File: config.mk
export PLATFORM = sky130hd
export DESIGN_NAME = sdram_ctl
export DESIGN_NICKNAME = d
export VERILOG_FILES = /design/src/verilog/sdram_pkg.sv /design/src/verilog/bank_timer.sv /design/src/verilog/cmd_sequencer.sv /design/src/verilog/pin_encoder.sv /design/src/verilog/sdram_ctl.sv
export VERILOG_INCLUDE_DIRS = /design/src /design/src/include
export SDC_FILE = /design/constraint.sdc
export NUM_CORES = 1
export LEC_CHECK = 0
export BUFFER_PORTS_ARGS = -buffer_cell sky130_fd_sc_hd__buf_2
export CAP_MARGIN = 20
export CORE_ASPECT_RATIO = 0.7
export CORE_MARGIN = 2
export CORE_UTILIZATION = 54
export DETAILED_ROUTE_END_ITERATION = 8
export GPL_TIMING_DRIVEN = 0
export PLACE_DENSITY = 0.78
export SETUP_SLACK_MARGIN = 0.3
export SYNTH_ARGS = -nofsm -noshare
export SYNTH_HDL_FRONTEND = slang
export SYNTH_SLANG_ARGS = --single-unit
File: constraint.sdc
create_clock -name CLK -period 2.38 [get_ports CLK]
set_input_delay 0.119 -clock CLK [delete_from_list [all_inputs] [get_ports CLK]]
set_output_delay 0.119 -clock CLK [all_outputs]
set_load 0.02 [all_outputs]
File: src/include/sdram_settings.svh
`ifndef SDRAM_SETTINGS_SVH
`define SDRAM_SETTINGS_SVH

// width of the page (row) address.
// It also sets the width of the SDRAM address pins.
`define SDRAM_ROW_BITS 12

// width of the column address inside an open page.
`define SDRAM_COL_BITS 8

// cycles from an activate to the next command of any kind.
`define SDRAM_WAIT_ACTV 2

// cycles after a precharge, read or write before a different command.
// A repeated read or write to the open page does not wait for this.
`define SDRAM_WAIT_OTHER 3

// the bank timer counts in two bits and expires at 3.
// Neither wait may be zero, and neither may exceed four cycles.

`endif

File: src/verilog/sdram_pkg.sv
package sdram_pkg;

	`include "sdram_settings.svh"

	// commands as seen by the bank.
	// NOP is also what the sequencer offers while it is idle.
	typedef enum logic [2:0]
	{
		NOP  = 3'd0,
		PRCH = 3'd1,
		ACTV = 3'd2,
		READ = 3'd3,
		WRTE = 3'd4
	} sdram_cmd_t;

	// page (row) address, which also fills the address pins.
	typedef logic [`SDRAM_ROW_BITS-1:0] row_addr_t;

	// column inside the open page.
	typedef logic [`SDRAM_COL_BITS-1:0] col_addr_t;

	// control and address pins toward the SDRAM, all active low except addr.
	typedef struct packed
	{
		logic      cs_n;
		logic      ras_n;
		logic      cas_n;
		logic      we_n;
		row_addr_t addr;
	} sdram_pins_t;

endpackage
File: src/verilog/bank_timer.sv
`timescale 1ns/1ps

`include "sdram_settings.svh"

module bank_timer
(
	input  logic                  CLK,
	input  logic                  RST,
	input  sdram_pkg::sdram_cmd_t command,
	input  logic                  change_requested,
	output logic                  change_possible
);

	import sdram_pkg::*;

	// the counter counts up and stops at this value.
	localparam logic [1:0] CNT_EXPIRED = 2'h3;

	// load values chosen so that the counter reaches CNT_EXPIRED exactly
	// the given number of cycles after the command was taken.
	localparam logic [1:0] LOAD_ACTV  = 2'(4 - `SDRAM_WAIT_ACTV);
	localparam logic [1:0] LOAD_OTHER = 2'(4 - `SDRAM_WAIT_OTHER);

	sdram_cmd_t state;
	logic [1:0] counter;
	logic       state_is_rw;
	logic       repeat_rw;
	logic       take;

	assign state_is_rw = (state == READ) || (state == WRTE);

	// a read after a read (or a write after a write) to the open page
	// needs no spacing, so it may go at once.
	assign repeat_rw = state_is_rw && (command == state);

	assign change_possible = (counter == CNT_EXPIRED) || repeat_rw;

	// the sequencer steps in the same cycle, so both sides agree on this.
	assign take = change_requested && change_possible;

	always_ff @(posedge CLK)
	begin
		if (!RST)
		begin
			// after reset the bank is taken as precharged and settled.
			state   <= PRCH;
			counter <= CNT_EXPIRED;
		end
		else if (take)
		begin
			state <= command;
			if (command == ACTV)
			begin
				counter <= LOAD_ACTV;
			end
			else
			begin
				counter <= LOAD_OTHER;
			end
		end
		else if (counter != CNT_EXPIRED)
		begin
			counter <= counter + 2'h1;
		end
	end

endmodule

File: src/verilog/cmd_sequencer.sv
`timescale 1ns/1ps

`include "sdram_settings.svh"

module cmd_sequencer
(
	input  logic                  CLK,
	input  logic                  RST,
	input  logic                  access,
	input  sdram_pkg::row_addr_t  row,
	input  sdram_pkg::col_addr_t  col,
	input  logic                  write,
	input  logic                  change_possible,
	output sdram_pkg::sdram_cmd_t command,
	output logic                  change_requested,
	output logic                  issue,
	output sdram_pkg::row_addr_t  issue_row,
	output sdram_pkg::col_addr_t  issue_col
);

	import sdram_pkg::*;

	// position in the three-entry sequence; STEP_IDLE means nothing is left.
	localparam logic [1:0] STEP_PRCH = 2'd0;
	localparam logic [1:0] STEP_ACTV = 2'd1;
	localparam logic [1:0] STEP_RW   = 2'd2;
	localparam logic [1:0] STEP_IDLE = 2'd3;

	logic [1:0] step;
	sdram_cmd_t rw_cmd;
	row_addr_t  req_row;
	col_addr_t  req_col;
	row_addr_t  open_page;
	logic       page_valid;
	logic       accept;
	logic       page_hit;
	logic       take;

	assign change_requested = (step != STEP_IDLE);

	// strobes are only seen while no sequence is running.
	assign accept = access && !change_requested;

	assign page_hit = page_valid && (row == open_page);

	assign take  = change_requested && change_possible;
	assign issue = take;

	assign issue_row = req_row;
	assign issue_col = req_col;

	always_comb
	begin
		case (step)
			STEP_PRCH: command = PRCH;
			STEP_ACTV: command = ACTV;
			STEP_RW:   command = rw_cmd;
			default:   command = NOP;
		endcase
	end

	always_ff @(posedge CLK)
	begin
		if (!RST)
		begin
			step       <= STEP_IDLE;
			page_valid <= 1'b0;
		end
		else if (accept)
		begin
			// a hit skips straight to the read or write.
			step <= page_hit ? STEP_RW : STEP_PRCH;
		end
		else if (take)
		begin
			step <= step + 2'd1;
			if (command == PRCH)
			begin
				page_valid <= 1'b0;
			end
			else if (command == ACTV)
			begin
				page_valid <= 1'b1;
			end
		end
	end

	// request fields are captured once so the encoder sees stable values.
	always_ff @(posedge CLK)
	begin
		if (accept)
		begin
			req_row <= row;
			req_col <= col;
			rw_cmd  <= write ? WRTE : READ;
		end
		if (take && (command == ACTV))
		begin
			open_page <= req_row;
		end
	end

endmodule

File: src/verilog/pin_encoder.sv
`timescale 1ns/1ps

module pin_encoder
(
	input  logic                   CLK,
	input  logic                   RST,
	input  logic                   issue,
	input  sdram_pkg::sdram_cmd_t  command,
	input  sdram_pkg::row_addr_t   row,
	input  sdram_pkg::col_addr_t   col,
	output sdram_pkg::sdram_pins_t pins
);

	import sdram_pkg::*;

	// chip selected with all strobes high decodes as NOP on the SDRAM.
	localparam sdram_pins_t PINS_NOP = '{
		cs_n:  1'b0,
		ras_n: 1'b1,
		cas_n: 1'b1,
		we_n:  1'b1,
		addr:  '0
	};

	sdram_pins_t pins_next;

	always_comb
	begin
		pins_next = PINS_NOP;
		if (issue)
		begin
			case (command)
				PRCH:
				begin
					pins_next.ras_n = 1'b0;
					pins_next.we_n  = 1'b0;
					// A10 high closes every bank.
					pins_next.addr[10] = 1'b1;
				end
				ACTV:
				begin
					pins_next.ras_n = 1'b0;
					pins_next.addr  = row;
				end
				READ:
				begin
					pins_next.cas_n = 1'b0;
					pins_next.addr  = row_addr_t'(col);
				end
				WRTE:
				begin
					pins_next.cas_n = 1'b0;
					pins_next.we_n  = 1'b0;
					pins_next.addr  = row_addr_t'(col);
				end
				default:
				begin
					pins_next = PINS_NOP;
				end
			endcase
		end
	end

	always_ff @(posedge CLK)
	begin
		if (!RST)
		begin
			pins <= PINS_NOP;
		end
		else
		begin
			pins <= pins_next;
		end
	end

endmodule

File: src/verilog/sdram_ctl.sv
`timescale 1ns/1ps

`include "sdram_settings.svh"

module sdram_ctl
(
	input  logic                   CLK,
	input  logic                   RST,
	input  logic                   access,
	input  sdram_pkg::row_addr_t   row,
	input  sdram_pkg::col_addr_t   col,
	input  logic                   write,
	output logic                   busy,
	output sdram_pkg::sdram_pins_t pins
);

	import sdram_pkg::*;

	sdram_cmd_t command;
	logic       change_requested;
	logic       change_possible;
	logic       issue;
	row_addr_t  issue_row;
	col_addr_t  issue_col;

	// the client waits as long as commands of the sequence remain.
	assign busy = change_requested;

	cmd_sequencer seq_i
	(
		.CLK              (CLK),
		.RST              (RST),
		.access           (access),
		.row              (row),
		.col              (col),
		.write            (write),
		.change_possible  (change_possible),
		.command          (command),
		.change_requested (change_requested),
		.issue            (issue),
		.issue_row        (issue_row),
		.issue_col        (issue_col)
	);

	bank_timer timer_i
	(
		.CLK              (CLK),
		.RST              (RST),
		.command          (command),
		.change_requested (change_requested),
		.change_possible  (change_possible)
	);

	pin_encoder enc_i
	(
		.CLK     (CLK),
		.RST     (RST),
		.issue   (issue),
		.command (command),
		.row     (issue_row),
		.col     (issue_col),
		.pins    (pins)
	);

endmodule

==> out/qor.yml <==
netlist_area_sq_um: 2176
grt_pass1_vias: 1526
vias: 1573
drt-total-wl_microns: 4962
p_leak_nw: 1.153
chipHeight_microns: 57.11
synth_fp_nets: 191
p_seq_share_pct: 44.4
drt_iter0_drc: 177
clock_path_buffers: 2
wl_per_cell_microns: 16.82
cp-start-kind: "register"
path_buf_inv: 1
yosysUniqueCellTypes: 39
min_path_cells: 2
fmax_mhz: 487.8
synth-edff-count: 34
htreeDepth: 3
synth_top_area_cell: "edfxtp_1"
grtUsageTotal_pct: 23.34
fp.dieArea_sq_um: 4561
worstSetupPathType: "reg2reg"
final_nets: 269
critical-path-top-delay-family: "compound AO/OA/AOI/OAI gates"
yosys_warnings: 0
place_hpwl_microns: 2751
p_sw_share_pct: 34.51
die_w_microns: 79.87
hp-class: "in2reg"
portBuffers: 39
grt_first_pass_wirelength_microns: 7659
first_pass_iters: 4
slew_viol_final: 0
async_flop_share_pct: 0
cp.required_ns: 2.61
yosys.area.top_type_share_pct: 46.92
end_kind: "register"
grt_max_degree: 14
hold_path_end: "timer_i.state[0]$_SDFFE_PN1P_"
ios: 41
setup_viol: 0
r2r-start: "seq_i.step[0]$_SDFFE_PN1P_"
relSlewSlack_pct: 67.02
initial_core_util_pct: 55.81
crit_chain: "clkinvlp_4 > ha_4 > a22o_1 > a41oi_2 > o21ai_4 > and2_1 > and3_1"
synth_most_common_cell: "edfxtp_1"
fin_crit_sh_pct: 86.14
antenna_cells: 0
drcViolationCount: 0
internal-power_mw: 2.031
syn_area_per_cell_sq_um: 13.60
synth_area_leaders: "edfxtp_1 (47%), dfxtp_1 (21%), ha_1 (4.0%), xor2_1 (2.8%), a22oi_1 (2.8%)"
ant_nets: 0
antenna_found_initial: 0
worst_pin_slew_ns: 0.4902
netlist_top_cells_count: "edfxtp_1 (34), dfxtp_1 (23), nor2_1 (14), nand2_1 (9), a22oi_1 (8)"
cts_root_buf: "clkbuf_8"
power_switching_mw: 1.070
core_area_sq_um: 3899
final_layout_size_suffix_gt1_share_pct: 30.45
min_period_ns: 2.050
max-cap-violations: 0
gp_congestion: 0.7831
synthToLayoutAreaGrowth_pct: 34.62
cts_buffers: 9
cp_slowest_cell: "dfxtp_4"
hold_violations: 0
vdd_drop_max_mv: 0.6788
rsz0062_at_grt: "true"
clock_latency_ns: 0.33
status: "completed"
finClkSkew_ns: 0.004645
grt_overflow: 0
worstPathArrival_ns: 2.28
dominantRegCellSynth: "edfxtp_1"
min_from: "RST"
tns_ns: 0
synth_seq_area_share_pct: 68.09
synth_cells: 160
p_clk_share_pct: 24.0
synth_seq_cells: 57
numClockSinks: 57
reg2reg_slack_ns: 0.33
critPathMaxStageDelay_ns: 0.40
power.total_mw: 3.100
critPathMaxFanout: 6
clk_pin_slew_worst_paths_ns: 0.06
power_density_nw_per_um2: 1059
via_per_inst: 5.332
r2r_cells: 7
combPwrFrac_pct: 31.6
tritoncts: "yes"
num_rows: 19
timing.rr.end: "enc_i.pins[9]$_SDFF_PN0_"
through the flow:
step | instance area (sq um) | std cells | setup WS (ns) | utilization [%] | hold slack, ns
global placement | 2437 | 251 | 0.1127 | 62.52 | 0.2965
CTS | 2824 | 289 | 0.3108 | 72.43 | 0.003561
finish | 2929 | 295 | 0.3298 | 75.13 | 0.05899
global route | 2929 | 295 | 0.2405 | 75.13 | 0.06154
floorplan | 2177 | 160 | 0.3869 | - | 0.2103
detailed placement | 2437 | 251 | 0.02443 | 62.52 | 0.2971
repair_timing:
action | in CTS | in global routing
cloned | 2 | 0
pin swaps | 1 | 2
buffers inserted | 0 | 5
endpoints found under the hold margin | 20 | 1
gates resized for setup | 5 | 10
endpoints found under the setup margin | 34 | 34
hold buffers | 20 | 1
layout by cell type, fill, tap and decap left out, types with 6 or more instances in the layout:
cell type      instances
a22oi_1                8
buf_2                 39
clkbuf_8               9
clkinvlp_4             6
dfxtp_1               21
dlygate4sd3_1         21
edfxtp_1              34
nand2_1                9
nor2_1                13
xor2_1                 7
layer usage:
metal | track usage (%) | share of wire, % | vias to the layer above | wire length (microns)
met1 | 30.42 | 45 | 758 | 2215
met3 | 8.228 | 5.5 | 10 | 274
met4 | 7.990 | 1.4 | 0 | 70
met2 | 36.97 | 48 | 65 | 2401
met5 | 0 | 0 | - | 0
li1 | - | - | 740 | -
how the worst max path moves through the flow:
| stage | to | from | cells after the start |
|---|---|---|---|
| floorplan | seq_i.open_page[0]$_DFFE_PP_ | seq_i.step[0]$_SDFFE_PN1P_ | 6 |
| global placement | seq_i.open_page[10]$_DFFE_PP_ | seq_i.step[0]$_SDFFE_PN1P_ | 6 |
| detailed placement | seq_i.open_page[10]$_DFFE_PP_ | seq_i.step[0]$_SDFFE_PN1P_ | 6 |
| CTS | enc_i.pins[2]$_SDFF_PN0_ | seq_i.step[0]$_SDFFE_PN1P_ | 8 |
| global route | enc_i.pins[2]$_SDFF_PN0_ | seq_i.step[0]$_SDFFE_PN1P_ | 8 |
| finish | enc_i.pins[9]$_SDFF_PN0_ | seq_i.step[0]$_SDFFE_PN1P_ | 7 |
logic make-up (layout without fill, tap and decap cells):
| logic type | Yosys count | count (layout) | synth area share [%] |
|---|---|---|---|
| XOR/XNOR | 12 | 12 | 4.830 |
| adder cells (fa/ha/maj) | 7 | 7 | 4.025 |
| AND/OR/NAND/NOR | 44 | 45 | 10.12 |
| flip-flops | 57 | 57 | 68.09 |
| AO/OA/AOI/OAI | 27 | 27 | 9.604 |
| buffers and inverters | 10 | 92 | 2.243 |
| multiplexers | 2 | 2 | 0.9201 |
| other | 1 | 1 | 0.1723 |
state kept, by name, indices dropped and copies added, names as in the netlist:
name	count
enc_i.pins	15
seq_i.issue_row	12
seq_i.open_page	12
seq_i.issue_col	8
timer_i.state	3
seq_i.rw_cmd	2
seq_i.step	2
timer_i.counter	2
seq_i.page_valid	1
layout make-up:
type / count / area [sq um]
Sequential cell: 57 / 1486
Fill cell: 242 / 969.7
Multi-Input combinational cell: 94 / 695.7
Timing Repair Buffer: 65 / 455.4
Clock buffer: 10 / 127.6
Tap cell: 52 / 65.06
Clock inverter: 6 / 35.03
Inverter: 7 / 33.78
Buffer: 3 / 22.52
Timing Repair inverter: 1 / 7.507
power by group through the flow:
stage / Combinational (mW) / Sequential, mW / Clock (mW)
final: 0.979 / 1.38 / 0.745
after detailed placement: 0.768 / 1.38 / 0
after floorplan: 0.540 / 1.38 / 0
after global placement: 0.735 / 1.37 / 0
after global routing: 1.07 / 1.39 / 0.807
after CTS: 0.831 / 1.36 / 0.751
worst register-to-register path: stages (launching register included):
cell	delay, ns
dfxtp_4	0.40
clkinvlp_4	0.16
ha_4	0.22
a22o_1	0.27
a41oi_2	0.29
o21ai_4	0.14
and2_1	0.26
and3_1	0.21
Power figures use the tool's default switching activity.
